$ cat config.mk
export PLATFORM = sky130hd
export DESIGN_NAME = rv_mem_stage
export DESIGN_NICKNAME = d
export VERILOG_FILES = /design/src/rv_core_pkg.sv /design/src/rv_mem_stage.sv
export VERILOG_INCLUDE_DIRS = /design/src
export SDC_FILE = /design/constraint.sdc
export NUM_CORES = 1
export LEC_CHECK = 0
export BUFFER_PORTS_ARGS = -buffer_cell sky130_fd_sc_hd__buf_4
export CAP_MARGIN = 10
export CORE_AREA = 2 2 143 145
export DETAILED_ROUTE_END_ITERATION = 12
export DIE_AREA = 0 0 145 147
export HOLD_SLACK_MARGIN = 0.1
export PLACE_DENSITY = 0.71
export SETUP_SLACK_MARGIN = 0.02
export SLEW_MARGIN = 20
export SYNTH_ARGS = -nofsm -noshare
export SYNTH_HDL_FRONTEND = slang
export SYNTH_SLANG_ARGS = --single-unit
export TNS_END_PERCENT = 10
$ cat constraint.sdc
create_clock -name clk_i -period 1.4 [get_ports clk_i]
set_clock_uncertainty 0.15 [all_clocks]
set_input_delay 0.14 -clock clk_i [delete_from_list [all_inputs] [get_ports clk_i]]
set_output_delay 0.14 -clock clk_i [all_outputs]
set_load 0.03 [all_outputs]
$ cat src/rv_core_macros.svh
`ifndef RV_CORE_MACROS_SVH
`define RV_CORE_MACROS_SVH

// Datapath widths
`define RV_XLEN 32
`define RV_ILEN 32

// PC value out of reset
`define RV_PC_INIT 'h200

// Exception vector, one bit per cause
`define RV_EXC_SIZE 16

// Cause indices used by the memory path
`define RV_CAUSE_MISALIGNED_LOAD    4
`define RV_CAUSE_LOAD_ACCESS_FAULT  5
`define RV_CAUSE_MISALIGNED_STORE   6
`define RV_CAUSE_STORE_ACCESS_FAULT 7
`define RV_CAUSE_LOAD_PAGE_FAULT    13
`define RV_CAUSE_STORE_PAGE_FAULT   15

// Data memory geometry, 64 words gives bytes 0 to 255
`define RV_DMEM_WORDS   64
// First guarded byte address
`define RV_DMEM_GUARD   'h80
// Cycles from req seen to ack
`define RV_DMEM_LATENCY 2

`endif
$ cat src/rv_core_pkg.sv
`default_nettype none

`include "rv_core_macros.svh"

package rv_core_pkg;

  ////////////////////
  // Vector types
  ////////////////////

  typedef logic [`RV_XLEN-1:0]     xlen_t;
  typedef logic [`RV_ILEN-1:0]     instr_t;
  typedef logic [4:0]              reg_idx_t;
  typedef logic [`RV_EXC_SIZE-1:0] except_t;
  // Access size and signedness
  typedef logic [2:0]              funct3_t;

  // Major opcodes, instruction bits 6:2
  typedef enum logic [4:0] {
    OPC_LOAD     = 5'b00000,
    OPC_MISC_MEM = 5'b00011,
    OPC_OP_IMM   = 5'b00100,
    OPC_STORE    = 5'b01000,
    OPC_STORE_FP = 5'b01001,
    OPC_OP       = 5'b01100,
    OPC_LUI      = 5'b01101,
    OPC_BRANCH   = 5'b11000
  } opcode_e;

  // Data memory FSM
  typedef enum logic [1:0] {
    DM_IDLE,
    DM_WAIT,
    DM_ACK
  } dmem_state_e;

  // addi x0, x0, 0
  localparam instr_t INSTR_NOP = 32'h0000_0013;

endpackage

`default_nettype wire

$ cat src/rv_mem_stage.sv
`timescale 1ns/1ps
`default_nettype none

`include "rv_core_macros.svh"

module rv_mem_stage (
  input  logic                 clk_i,
  input  logic                 rst_ni,
  // From execute
  input  rv_core_pkg::xlen_t   ex_pc_i,
  input  rv_core_pkg::instr_t  ex_instr_i,
  input  logic                 ex_bubble_i,
  input  rv_core_pkg::xlen_t   ex_r_i,
  input  rv_core_pkg::xlen_t   ex_wdata_i,
  input  rv_core_pkg::except_t ex_exception_i,
  input  logic                 stall_i,
  // To write-back
  output rv_core_pkg::xlen_t   mem_pc_o,
  output rv_core_pkg::instr_t  mem_instr_o,
  output logic                 mem_bubble_o,
  output rv_core_pkg::xlen_t   mem_r_o,
  output rv_core_pkg::xlen_t   mem_memadr_o,
  output rv_core_pkg::except_t mem_exception_o,
  // Data memory requester
  output logic                 dmem_req_o,
  output logic                 dmem_we_o,
  output rv_core_pkg::xlen_t   dmem_adr_o,
  output rv_core_pkg::funct3_t dmem_size_o,
  output rv_core_pkg::xlen_t   dmem_wdata_o,
  input  logic                 dmem_ack_i
);

  import rv_core_pkg::*;

  opcode_e opcode;
  xlen_t   mem_wdata;
  logic    is_mem;
  // Access for this instruction already retired
  logic    done;

  assign opcode = opcode_e'(mem_instr_o[6:2]);
  // Only clean loads and stores touch memory
  assign is_mem = ~mem_bubble_o & ~(|mem_exception_o) &
                  ((opcode == OPC_LOAD) || (opcode == OPC_STORE));

  ////////////////////
  // Pipeline register
  ////////////////////

  always_ff @(posedge clk_i or negedge rst_ni)
  begin
    if (!rst_ni)
    begin
      mem_pc_o        <= `RV_PC_INIT;
      mem_instr_o     <= INSTR_NOP;
      mem_bubble_o    <= 1'b1;
      mem_exception_o <= '0;
    end
    else if (!stall_i)
    begin
      mem_pc_o        <= ex_pc_i;
      mem_instr_o     <= ex_instr_i;
      mem_bubble_o    <= ex_bubble_i;
      mem_exception_o <= ex_exception_i;
    end
  end

  // Result and store data
  always_ff @(posedge clk_i)
  begin
    if (!stall_i)
    begin
      mem_r_o   <= ex_r_i;
      mem_wdata <= ex_wdata_i;
    end
  end

  ////////////////////
  // Four-phase request
  ////////////////////

  always_ff @(posedge clk_i or negedge rst_ni)
  begin
    if (!rst_ni)
    begin
      dmem_req_o <= 1'b0;
      done       <= 1'b0;
    end
    // New instruction enters, start clean
    else if (!stall_i)
    begin
      dmem_req_o <= 1'b0;
      done       <= 1'b0;
    end
    // Drop req on the edge that sees ack
    else if (dmem_req_o && dmem_ack_i)
    begin
      dmem_req_o <= 1'b0;
      done       <= 1'b1;
    end
    else if (is_mem && !done && !dmem_ack_i)
    begin
      dmem_req_o <= 1'b1;
    end
  end

  // Address is the ALU result
  assign mem_memadr_o = mem_r_o;
  assign dmem_adr_o   = mem_r_o;
  assign dmem_we_o    = (opcode == OPC_STORE);
  assign dmem_size_o  = funct3_t'(mem_instr_o[14:12]);
  assign dmem_wdata_o = mem_wdata;

  // Memory answers a new req within its latency
  req_ack_a : assert property (@(posedge clk_i) disable iff (!rst_ni)
    $rose(dmem_req_o) |-> ##[1:(`RV_DMEM_LATENCY + 1)] dmem_ack_i);

endmodule

`default_nettype wire

Word-level counts from Yosys, hierarchy flattened
Cells that the tools add are included.

Flip-flop bits (word level): 147. Latch bits: 0. Bits in writable memories: 0. Bits in read-only memories: 0. Output and inout port bits: 214. Word-level logic and storage cells: 28. Memories kept: 0.

$add $sub $neg: 0. $mul: 0. Divide/modulo/power cells: 0. Order comparisons: 0. Equal/unequal tests: 3. Shifts and indexed selects: 0. Mux-type cells: 5. Bitwise operators: 4. Reductions and logical operators: 8.

Operator list (count): OR reduction 16 bit (1); equality test 5 x 4 -> 1 bit (second input constant) (1); zero test 5 bit (1); 2-to-1 mux 1 bit (5); logical AND 1 bit (3); inequality test 3 x 1 -> 1 bit (second input constant) (1); bitwise AND 1 bit (2); zero test 1 bit (2); inequality test 2 x 1 -> 1 bit (second input constant) (1); NOT 1 bit (2); logical OR 1 bit (1).

Depth between registers and ports, before layout
Gate-level depths: netlist of run 1.

Depth in word-level cells: 9. Gate-level depth with buffers: 4.

Worst setup path before layout of run 1
No wires, ideal clock.

Path kind: input to register. Start point: in stall_i. End point: reg mem_r_o[0] (netlist: dmem_adr_o[0]), enable pin. Setup time: 419 ps. Arrival: 1693 ps. Required time: 831 ps. Path slack: -862 ps. Stages: 3. Path buffers: 2. Cells stage by stage: buf_6 -> buf_6 -> inv_1.

RTL lines: start, declared (line rv_mem_stage.sv:16) `input logic stall_i,`; end signal, assigned (line rv_mem_stage.sv:73) `mem_r_o <= ex_r_i;`; end, declared (line rv_mem_stage.sv:21) `output rv_core_pkg::xlen_t mem_r_o,`.

No word-level cell between the ends.

Worst setup path after layout of run 1
Start point: reg mem_instr_o[2]. End point: out dmem_we_o.

Longest elaborated chain between the ends: 1.

RTL lines: start, declared (line rv_mem_stage.sv:19) `output rv_core_pkg::instr_t mem_instr_o,`; start signal, assigned (line rv_mem_stage.sv:62) `mem_instr_o <= ex_instr_i;`; equality test 5 x 4 -> 1 bit (line rv_mem_stage.sv:110) `assign dmem_we_o = (opcode == OPC_STORE);`; end, declared (line rv_mem_stage.sv:26) `output logic dmem_we_o,`.

Every way passes these cells.

==> run summary, run 1 <==
The flow ran to the end, but the final reports show violations. The final reports fail on setup timing. The worst path uses 125% of the clock period.

The worst setup path is launched from a register. For this run, the detailed router's first-pass iteration total came to 4. The tools report the largest net degree at the start of global routing as 48. The run gives 0 as the max-capacitance violation count. The floorplan step set the die width to 145 µm. Synthesis handed over a netlist of 319 instances.

The number of buffer cells added on primary ports came out at 362. The summed area of non-filler cells in the final layout was 0.0108 mm²; the share of flip-flops with an asynchronous set or reset was 56.5%. The number of synthesized register bits was 147; the count of final hold-check violations was 0. The number of buffer and inverter instances along the worst setup path works out to 2. The largest single stage delay on the critical path is 0.39 ns. The pin slew with the least headroom to its limit came out at 0.365 ns.

For the full die area, the log shows 0.0213 mm². The worst setup path is captured at an output port. The clock tree root buffer cell is sky130_fd_sc_hd__clkbuf_16. After layout, the minimum clock period comes to 1.75 ns. The warning count from the yosys run was 0; the post-detailed-placement half-perimeter wirelength was 12400 µm. The H-tree generated during clock tree synthesis spans 4 levels. The first global-routing pass estimated 28800 µm of wire. The unique cell type count in the Yosys netlist was 18; the average instance area after synthesis was 18.4 µm².

The via count of the first global-routing pass was 4877. At the end of routability-driven placement, the weighted congestion stood at 0.791. The run gives 0 as the max-slew violation count. Clock latency on the worst-skew pair, taken at its later pin, is 0.41 ns. STA puts the critical path data required time at 1.11 ns.

The run gives 0 as the aggregate global routing overflow. The clock slew at the register clock pins of the worst setup and hold paths came out at 0.06 ns. The total number of vias came out at 4463. The largest total area in the synthesized netlist belongs to sky130_fd_sc_hd__dfrtp_1. The commonest cells after synthesis are 78 x sky130_fd_sc_hd__dfrtp_1, 69 x sky130_fd_sc_hd__mux2_4, 67 x sky130_fd_sc_hd__buf_4.

TritonCTS built the clock tree. The die extent in y works out to 147 µm. The number of cells on the worst reg-to-reg path was 5; the via-per-instance ratio was 4.15. Summed over its instances, the top area cell type makes up 33.3% of the synthesized netlist area. The arrival time of the worst setup path is 1.46 ns. Setup repair after global routing could not meet its margin everywhere. The clock net in this run drives a total of 147 sinks. Ranked by total cell area, the synthesized netlist is headed by sky130_fd_sc_hd__dfrtp_1 33%, sky130_fd_sc_hd__edfxtp_1 33%, sky130_fd_sc_hd__mux2_4 18%, sky130_fd_sc_hd__buf_4 8.6%, sky130_fd_sc_hd__mux2_2 2.3%. The areal power density over the cells is 1270 mW/mm². The number of design rule violations left after detail routing came out at 0. Dominant cell by count in the synthesized netlist: sky130_fd_sc_hd__dfrtp_1.

The logs give 0.00585 mm² for the mapped cell area and 0.0218 ns for the worst setup timing slack at the placement stage. In this run the tightest slew margin relative to its limit is 75.7%. Initial core utilization: 29.5%. Grouping stages by cell kind, the critical path spends the most delay in flip-flops. Cell type of the slowest stage on the worst timing path: sky130_fd_sc_hd__dfrtp_1. Once detail routing completed, the nets flagged for antenna violations numbered 0. Counting along the longest clock path gives a buffer depth of 2.

Of the cells placed in the final design, the portion with a size suffix greater than 1 is 62.3%. The worst register-to-register path has a setup slack of 0.08 ns. After the first detailed-routing iteration, the DRC count stood at 114. Based on the critical path, the design can be clocked at up to 572 MHz. IR analysis of the VDD net gives a maximum drop of 0.756 mV. The signal on the critical path passes through nor4_2, buf_4, and2_4, buf_6. The initial antenna violation count was 0. The worst reg2reg path endpoint is dmem_req_o. The logs give 363 for the total I/O pin count and 0.00506 µW for the cell leakage power. Dividing the detail-routed wire length by the instance count gives 17.6 µm.

The logs give -0.348 ns for the setup slack of the critical path after layout and 54.3% for the share of the core filled with cells in the final layout. The final layout contains routed wiring with a total length of 18900 µm. TritonCTS created 17 clock buffers.

The signed area change from the synthesized netlist to the final layout is 83.9%. Among all flip-flop cells after synthesis, the most frequent one is sky130_fd_sc_hd__dfrtp_1. The tools report the placement-stage cell area as 0.00851 mm². The repair_antennas step left the layout with diodes totalling 0. The final-report setup violation count came out at 11.

The core region is 0.0198 mm². The count of hold-fix buffers inserted at cts came out at 147. In this run the worst hold path is classified as in2async.

The critical path class was reg2out. Startpoint of the lowest-slack register-to-register path: mem_instr_o[2]. Global routing used 17.6% of the available tracks across all layers.

In this run, synthesis inferred 64 flip-flops with an integrated enable. Counting every net in the synthesized netlist gives 468. The final layout contains 942 nets. Sequential elements use 68.4% of the synthesized area. Of all nets on the critical path, the largest fanout is 2.

The initialized floorplan defines 52 standard-cell rows.
## cell type report
class / instances / area [µm²]
Fill cell: 1559 / 9080
Inverter: 1 / 7.51
Multi-Input combinational cell: 95 / 1260
Tap cell: 270 / 338
Sequential cell: 147 / 4010
Timing Repair Buffer: 531 / 4500
Clock inverter: 12 / 228
Clock buffer: 20 / 437
## power by group
group / total [µW] / switching [µW] / internal, µW
combinational: 3350 / 1740 / 1610
sequential: 5220 / 289 / 4930
clock: 5140 / 1780 / 3360
## per-stage QoR
stage          setup TNS (ns)  instances  total power [µW]  hold slack (ns)
6_report               -0.720       1076             13700           0.0567
2_1_floorplan          -29.46        319              7010           -0.306
5_1_grt                 -1.80       1076             14200           0.0769
3_5_place_dp                0        892              8220          -0.0703
3_3_place_gp          -0.0395        892              8190          -0.0754
4_1_cts                 -1.09       1074             13800           0.0122
## placed cells by master, fill, tap and decap left out, types with 3 or more instances in the layout
| master | n |
|---|---|
| sky130_fd_sc_hd__edfxtp_1 | 64 |
| sky130_fd_sc_hd__clkbuf_16 | 17 |
| sky130_fd_sc_hd__dfstp_2 | 5 |
| sky130_fd_sc_hd__dfrtp_1 | 78 |
| sky130_fd_sc_hd__nor4_1 | 4 |
| sky130_fd_sc_hd__bufinv_16 | 6 |
| sky130_fd_sc_hd__buf_12 | 5 |
| sky130_fd_sc_hd__mux2_4 | 69 |
| sky130_fd_sc_hd__buf_6 | 19 |
| sky130_fd_sc_hd__dlygate4sd3_1 | 147 |
| sky130_fd_sc_hd__clkinv_4 | 3 |
| sky130_fd_sc_hd__mux2_2 | 12 |
| sky130_fd_sc_hd__buf_4 | 359 |
| sky130_fd_sc_hd__clkbuf_1 | 3 |
## how the worst max path moves through the flow
stage	from	end	slack [ns]	cells after the start
2_1_floorplan	stall_i	dmem_adr_o[0]	-0.46	3
6_report	mem_instr_o[2]	dmem_we_o	-0.35	4
3_5_place_dp	mem_instr_o[3]	dmem_we_o	0.02	4
3_3_place_gp	mem_instr_o[3]	dmem_we_o	-0.04	4
5_1_grt	mem_instr_o[2]	dmem_we_o	-0.46	4
4_1_cts	mem_instr_o[2]	dmem_we_o	-0.37	4
## routing by layer
metal,up-vias,global-route usage (%),wire length [µm]
met2,234,30.5,9740
met5,-,0,0
met3,27,5.50,1350
met1,2193,20.4,7340
met4,0,7.03,474
li1,2009,-,-
## logic make-up after synthesis
family / Yosys count / share of synthesized area, %
flops: 147 / 68.4
mux: 81 / 20.0
compound gates: 2 / 0.171
buf+inv: 77 / 10.3
simple gates: 12 / 1.13
## registers in the layout (all words and copies together), names as in the netlist
signal / flops
dmem_req_o: 1
mem_pc_o: 32
mem_instr_o: 32
done: 1
mem_exception_o: 16
dmem_wdata_o: 32
mem_bubble_o: 1
dmem_adr_o: 32
## repair_timing
action	4_1_cts	5_1_grt
resized for setup	18	5
buffers inserted	3	2
endpoints found under the hold margin	230	16
setup endpoints to repair	55	64
pin swaps	1	1
(Power assumes the default switching activity.)
==> run 2, diff against run 1 <==
- CELL_PAD_IN_SITES_DETAIL_PLACEMENT: default -> 1
- CELL_PAD_IN_SITES_GLOBAL_PLACEMENT: default -> 2
- CORE_AREA: 2 2 143 145 -> default
- CORE_UTILIZATION: default -> 27
- DIE_AREA: 0 0 145 147 -> default
- PLACE_DENSITY: 0.71 -> 0.92
==> run 2 against run 1 <==
The flow still finishes with violations (setup timing). Routed wire length rose by 11%. Clock power shrank 14%. Global-route usage up 1.1 points. Design area down 0.51%. First-iteration DRC count is 11% lower. Setup slack better by 0.041 ns. Register-to-register slack lost 0.03 ns. Fmax grew 2.4%. Non-clock buffer count is 1 lower. Via count shrank 0.45%. Total power decreased by 4.8%.
==> run summary, run 2 (synthesized netlist as in run 1, its figures left out) <==
Signed area change from the synthesized netlist to the final layout: 83.0% (was 83.9%). The category of the worst setup path capture point was an output port (unchanged). The run gives 17 (unchanged) as the number of buffers created by CTS.

The routability-driven placement congestion ratio came out at 0.826 (was 0.791). The via-per-instance ratio works out to 4.11 (was 4.15). Worst reg2reg path endpoint: dmem_req_o (unchanged).

The clock slew at the register clock pins of the worst setup and hold paths was 0.06 ns (about the same); the overall routed net length was 20900 µm (was 18900 µm). Startpoint of the lowest-slack register-to-register path: mem_instr_o[3] (was mem_instr_o[2]). The run gives 586 MHz (was 572 MHz) as the maximum clock frequency. The tools report the clock tree root buffer cell as sky130_fd_sc_hd__clkbuf_16 (unchanged). The floorplan row count was 53 (was 52). Number of routed nets with antenna violations: 0 (unchanged). The post-detailed-placement half-perimeter wirelength was 13800 µm (was 12400 µm); the share of the cycle needed by the critical path after routing was 122% (was 125%). TritonCTS built the clock tree. For the maximum level of the CTS H-tree, the log shows 4 (unchanged). The proportion of layout cells with a drive suffix above 1 came out at 62.3% (about the same). The initial antenna violation count was 1 (was 0).

The setup slack of the critical path after layout is -0.307 ns (was -0.348 ns), and the die extent in y is 149 µm (was 147 µm). The run finished, with violations left. The number of nets in the layout was 941 (was 942); the number of clock sinks seen by CTS was 147 (unchanged). The full die area was 0.0223 mm² (was 0.0213 mm²); the areal power density over the cells was 1220 mW/mm² (was 1270 mW/mm²).

The cell leakage power came out at 0.00502 µW (was 0.00506 µW). Area of the core region: 0.0212 mm² (was 0.0198 mm²). The largest net degree at the start of global routing is 43 (was 48), and the worst-path maximum fanout is 2 (unchanged).

The width of the die was 149 µm (was 145 µm). The total number of vias was 4443 (was 4463); the number of cells on the worst reg-to-reg path was 5 (unchanged). The number of DRC markers after the initial detailed-route iteration is 102 (was 114), and the number of design rule violations left after detail routing is 0 (unchanged).

The tools report the critical path startpoint category as a register (unchanged). The run gives 9 (was 11) as the final-report setup violation count. Commonest non-fill, non-tap cells in the layout: 353 x sky130_fd_sc_hd__buf_4, 147 x sky130_fd_sc_hd__dlygate4sd3_1, 78 x sky130_fd_sc_hd__dfrtp_1, 69 x sky130_fd_sc_hd__mux2_4, 64 x sky130_fd_sc_hd__edfxtp_1 (was 359 x sky130_fd_sc_hd__buf_4, 147 x sky130_fd_sc_hd__dlygate4sd3_1, 78 x sky130_fd_sc_hd__dfrtp_1, 69 x sky130_fd_sc_hd__mux2_4, 64 x sky130_fd_sc_hd__edfxtp_1). The logs give 2 (unchanged) for the number of buffers on the longest clock path and 1.11 ns (about the same) for the required time of the critical path.

The count of final hold-check violations was 0 (unchanged). The initial core utilization was 27.7% (was 29.5%). The max-capacitance violation count was 0 (unchanged); the total power was 13000 µW (was 13700 µW).

Setup repair after global routing could not meet its margin everywhere. The max-slew violation count is 0 (unchanged), and the headroom to the max-slew limit is 71.7% (was 75.7%). The all-layer global routing usage was 18.7% (was 17.6%); the pin slew with the least headroom to its limit was 0.424 ns (was 0.365 ns).

The critical path class is reg2out (unchanged). The worst-case register-to-register setup slack is 0.05 ns (was 0.08 ns). Failing checks: setup timing (unchanged). The logs give 363 (unchanged) for the total I/O pin count and 0.41 ns (about the same) for the insertion delay of the later-clocked pin in the worst-skew pair.

For the share of the core filled with cells in the final layout, the log shows 50.6% (was 54.3%). For the count of TritonRoute iterations in the first routing pass, the log shows 5 (was 4). The run gives 0 (unchanged) as the aggregate global routing overflow. The fill cell instance count of the final layout was 2109 (was 1559). The number of buffer cells added on primary ports was 362 (unchanged). The worst hold-check path type is in2async (unchanged). The wire length of the first global-routing pass was 30600 µm (was 28800 µm); the final critical delay including setup and external delays was 1.71 ns (was 1.75 ns).

Most common library cell in the layout ignoring fill and taps: sky130_fd_sc_hd__buf_4 (unchanged). The logs give 0.637 mV (was 0.756 mV) for the maximum vdd ir drop and 5099 (was 4877) for the via count of the first global-routing pass. The run gives 1.42 ns (was 1.46 ns) as the arrival time of the worst setup path. The average detailed-routed wire length per instance is 19.4 µm (was 17.6 µm).
run 2: how the worst max path moves through the flow:
stage / startpoint / to / depth (start not counted)
floorplan: stall_i / dmem_adr_o[0] / 3
global placement: mem_instr_o[3] / dmem_we_o / 3
detailed placement: mem_instr_o[3] / dmem_req_o / 4
CTS: mem_instr_o[2] / dmem_we_o / 3
global route: mem_instr_o[2] / dmem_we_o / 3
finish: mem_instr_o[3] / dmem_we_o / 3
run 2: cell type report:
| cell class | instances | area, µm² | area share [%] |
|---|---|---|---|
| clock buffer | 17 | 425 | 3.97 |
| clock inverter | 14 | 138 | 1.28 |
| timing repair buffer | 530 | 4520 | 42.2 |
| tap | 275 | 344 | 3.21 |
| multi-input combinational | 95 | 1260 | 11.8 |
| inverter | 1 | 7.51 | 0.0701 |
| sequential | 147 | 4010 | 37.4 |
| antenna | 1 | 2.50 | 0.0234 |
run 2: metal layers:
metal  wire (µm)  global-route usage (%)  part of all wire (%)
met1        7700                    20.0                    37
met2       11400                    34.7                    54
met3        1450                    5.60                   7.0
met4         360                    5.87                   1.7
met5           0                       0                     0
run 2: worst max-delay path: stages, from the launching register on:
cell and delay (ns):
sky130_fd_sc_hd__dfrtp_1 0.43, sky130_fd_sc_hd__nor4_4 0.26, sky130_fd_sc_hd__and2_4 0.19, sky130_fd_sc_hd__buf_6 0.12
run 2: what timing repair did:
item	in CTS	in global routing
setup endpoints to repair	61	81
hold buffers	147	0
gates resized for setup	20	7
setup buffers	3	1
pin swaps	3	0
endpoints found under the hold margin	230	0
run 2: metrics by stage:
step | area (µm²) | instances | setup TNS, ns | setup slack, ns | hold slack, ns
global placement | 8540 | 897 | 0 | 0.0244 | -0.0418
detailed placement | 8540 | 897 | -0.0314 | -0.0210 | -0.0429
finish | 10700 | 1080 | -0.571 | -0.307 | 0.0754
CTS | 10700 | 1078 | -0.881 | -0.336 | 0.0448
global route | 10700 | 1080 | -1.59 | -0.387 | 0.104
floorplan | 5880 | 319 | -29.46 | -0.455 | -0.306
run 2: report_power, final:
group	internal, µW	switching, µW
registers	4930	302
clock network	2600	1820
logic	1620	1770
==> run 3, diff against run 2 <==
- ABC_CLOCK_PERIOD_IN_PS: default -> 1400
- CORE_ASPECT_RATIO: default -> 0.9
- CORE_MARGIN: default -> 3
==> run 3 against run 2 <==
Core utilization rose by 0.86 points. Final cell count increased by 2.0%. Critical path type unchanged. The run still ends with setup timing left. Highest routed layer unchanged. First-iteration DRC count rose by 83%. Global-route usage grew 1.2 points. Count of clock-buffer cells in the layout stayed put. Sequential cell count did not move. Die area rose by 5.4%.
==> run summary, run 3 (synthesized netlist as in run 1, its figures left out) <==
The floorplan row count is 50 (was 53), and the width of the die is 161 µm (was 149 µm). The tools report the number of design rule violations left after detail routing as 0 (unchanged). The initial antenna violation count was 2 (was 1); the final critical delay including setup and external delays was 1.75 ns (was 1.71 ns). Highest cell delay on the worst timing path: 0.41 ns (was 0.43 ns).

The overall routed net length is 23600 µm (was 20900 µm), and the maximum clock frequency is 572 MHz (was 586 MHz). The number of buffers created by CTS was 17 (unchanged); the clock slew at the register clock pins of the worst setup and hold paths was 0.07 ns (was 0.06 ns). For the setup slack of the critical path after layout, the log shows -0.349 ns (was -0.307 ns). Failing checks: setup timing (unchanged).

The number of buffer cells added on primary ports came out at 362 (unchanged). For the number of nets in the layout, the log shows 950 (was 941). The final setup TNS came out at -0.784 ns (was -0.571 ns).

The tools report the startpoint of the lowest-slack register-to-register path as mem_bubble_o (was mem_instr_o[3]). Total I/O pin count: 363 (unchanged). Fill cell instance count of the final layout: 2093 (was 2109).

The run finished, with violations left. Clock tree root buffer cell: sky130_fd_sc_hd__clkbuf_16 (unchanged). The aggregate global routing overflow was 0 (unchanged). The full die area is 0.0235 mm² (was 0.0223 mm²), and the initial core utilization is 27.9% (was 27.7%). Category of the worst setup path capture point: an output port (unchanged).

The insertion delay of the later-clocked pin in the worst-skew pair is 0.42 ns (was 0.41 ns). The arrival time of the worst setup path was 1.46 ns (was 1.42 ns); the pin slew with the least headroom to its limit was 0.356 ns (was 0.424 ns). The routability-driven placement congestion ratio was 0.790 (was 0.826); the areal power density over the cells was 1220 mW/mm² (about the same).

The count of final hold-check violations is 0 (unchanged), and the maximum level of the CTS H-tree is 4 (unchanged). The worst min-delay path startpoint is stall_i. The footprint of the multi-input gates came out at 0.00126 mm² (unchanged).

The post-detailed-placement half-perimeter wirelength was 14700 µm (was 13800 µm). The die extent in y is 146 µm (was 149 µm). The logs give 0 (unchanged) for the max-slew violation count and 0.0210 mm² (was 0.0212 mm²) for the area of the core region. The tools report the total number of vias as 4623 (was 4443). The critical path startpoint category was a register (unchanged). The run gives 2 (unchanged) as the number of buffers on the longest clock path. The run gives 187 (was 102) as the number of DRC markers after the initial detailed-route iteration. The wire length of the first global-routing pass was 35600 µm (was 30600 µm). Total power: 13200 µW (was 13000 µW).

TritonCTS built the clock tree. The critical path class was reg2out (unchanged). Critical path startpoint: mem_instr_o[2] (was mem_instr_o[3]).

The most common library cell in the layout ignoring fill and taps was sky130_fd_sc_hd__buf_4 (unchanged). Cell type of the slowest stage on the worst timing path: sky130_fd_sc_hd__dfrtp_1 (unchanged). For the combined flip-flop and latch cell area, the log shows 0.00401 mm² (about the same).

Cell Chain, Critical Path: nor4_4, and2_4, buf_6 (unchanged). The worst hold-check path type is in2reg (was in2async). Proportion of layout cells with a drive suffix above 1: 62.8% (was 62.3%). Count of TritonRoute iterations in the first routing pass: 6 (was 5). For the number of routed nets with antenna violations, the log shows 0 (unchanged). Worst-path maximum fanout: 2 (unchanged). The headroom to the max-slew limit was 76.3% (was 71.7%); the worst hold margin was 0.107 ns (was 0.0754 ns). Setup repair after global routing could not meet its margin everywhere.

The signed area change from the synthesized netlist to the final layout is 84.9% (was 83.0%), and the share of the cycle needed by the critical path after routing is 125% (was 122%). The required time of the critical path came out at 1.11 ns (about the same). The maximum vdd ir drop was 0.674 mV (was 0.637 mV). Commonest non-fill, non-tap cells in the layout: 357 x sky130_fd_sc_hd__buf_4, 149 x sky130_fd_sc_hd__dlygate4sd3_1, 77 x sky130_fd_sc_hd__dfrtp_1, 69 x sky130_fd_sc_hd__mux2_4, 64 x sky130_fd_sc_hd__edfxtp_1 (was 353 x sky130_fd_sc_hd__buf_4, 147 x sky130_fd_sc_hd__dlygate4sd3_1, 78 x sky130_fd_sc_hd__dfrtp_1, 69 x sky130_fd_sc_hd__mux2_4, 64 x sky130_fd_sc_hd__edfxtp_1).

The largest net degree at the start of global routing is 31 (was 43). The logs give 19.9% (was 18.7%) for the all-layer global routing usage and 5457 (was 5099) for the via count of the first global-routing pass. The cell leakage power was 0.00506 µW (was 0.00502 µW); the via-per-instance ratio was 4.20 (was 4.11). The average detailed-routed wire length per instance came out at 21.4 µm (was 19.4 µm).

The logs give 0 (unchanged) for the max-capacitance violation count and 12 (was 9) for the final-report setup violation count. The number of clock sinks seen by CTS was 147 (unchanged).
run 3: routing by layer:
layer | vias up | global-route usage [%] | part of all wire [%] | wire length (µm)
met1 | 2317 | 21.8 | 37 | 8770
met2 | 235 | 36.5 | 53 | 12600
met4 | 0 | 6.32 | 2.0 | 476
met5 | - | 0 | 0 | 0
met3 | 36 | 6.32 | 7.5 | 1780
li1 | 2035 | - | - | -
run 3: final cells by class:
| cell class | count | area share (%) |
|---|---|---|
| Multi-Input combinational cell | 95 | 11.7 |
| Timing Repair Buffer | 539 | 42.6 |
| Tap cell | 286 | 3.31 |
| Inverter | 1 | 0.0694 |
| Antenna cell | 2 | 0.0462 |
| Clock inverter | 15 | 1.34 |
| Sequential cell | 147 | 37.0 |
| Clock buffer | 17 | 3.93 |
run 3: power by group:
group | total [µW] | internal [µW] | switching, µW
combinational | 3460 | 1640 | 1820
clock | 4490 | 2500 | 1990
sequential | 5260 | 4930 | 324
run 3: worst paths after layout:
| path | end | slack, ns | cells past startpoint |
|---|---|---|---|
| setup / recovery | dmem_we_o | -0.35 | 3 |
| hold / removal | mem_pc_o[14] | 0.11 | 3 |
| setup reg to reg | dmem_req_o | 0.06 | 4 |
| hold reg to reg | done | 0.36 | 2 |
| max in group asynchronous | mem_pc_o[9] | 0.08 | 4 |
| min in group asynchronous | mem_pc_o[14] | 0.54 | 3 |
run 3: metrics by stage:
step                      util, %  setup WS [ns]  std cells  area [µm²]
after floorplan                 -         -0.455        319        5880
after global placement       40.9         0.0299        915        8600
after detailed placement     40.9       -0.00591        915        8600
after CTS                    51.2         -0.330       1100       10800
after global routing         51.5         -0.437       1102       10800
final                        51.5         -0.349       1102       10800
run 3: worst max-delay path, delay by kind of cell, from the launching register on:
kind / cells / cell delay [ns]
simple gates: 2 / 0.50
buf+inv: 1 / 0.13
flops: 1 / 0.41
run 3: timing repair:
item,CTS,global route
pin swaps,2,3
gates resized for setup,16,16
cloned,0,0
buffers inserted,4,3
hold buffers,149,0
hold endpoints to repair,230,0
endpoints found under the setup margin,52,119
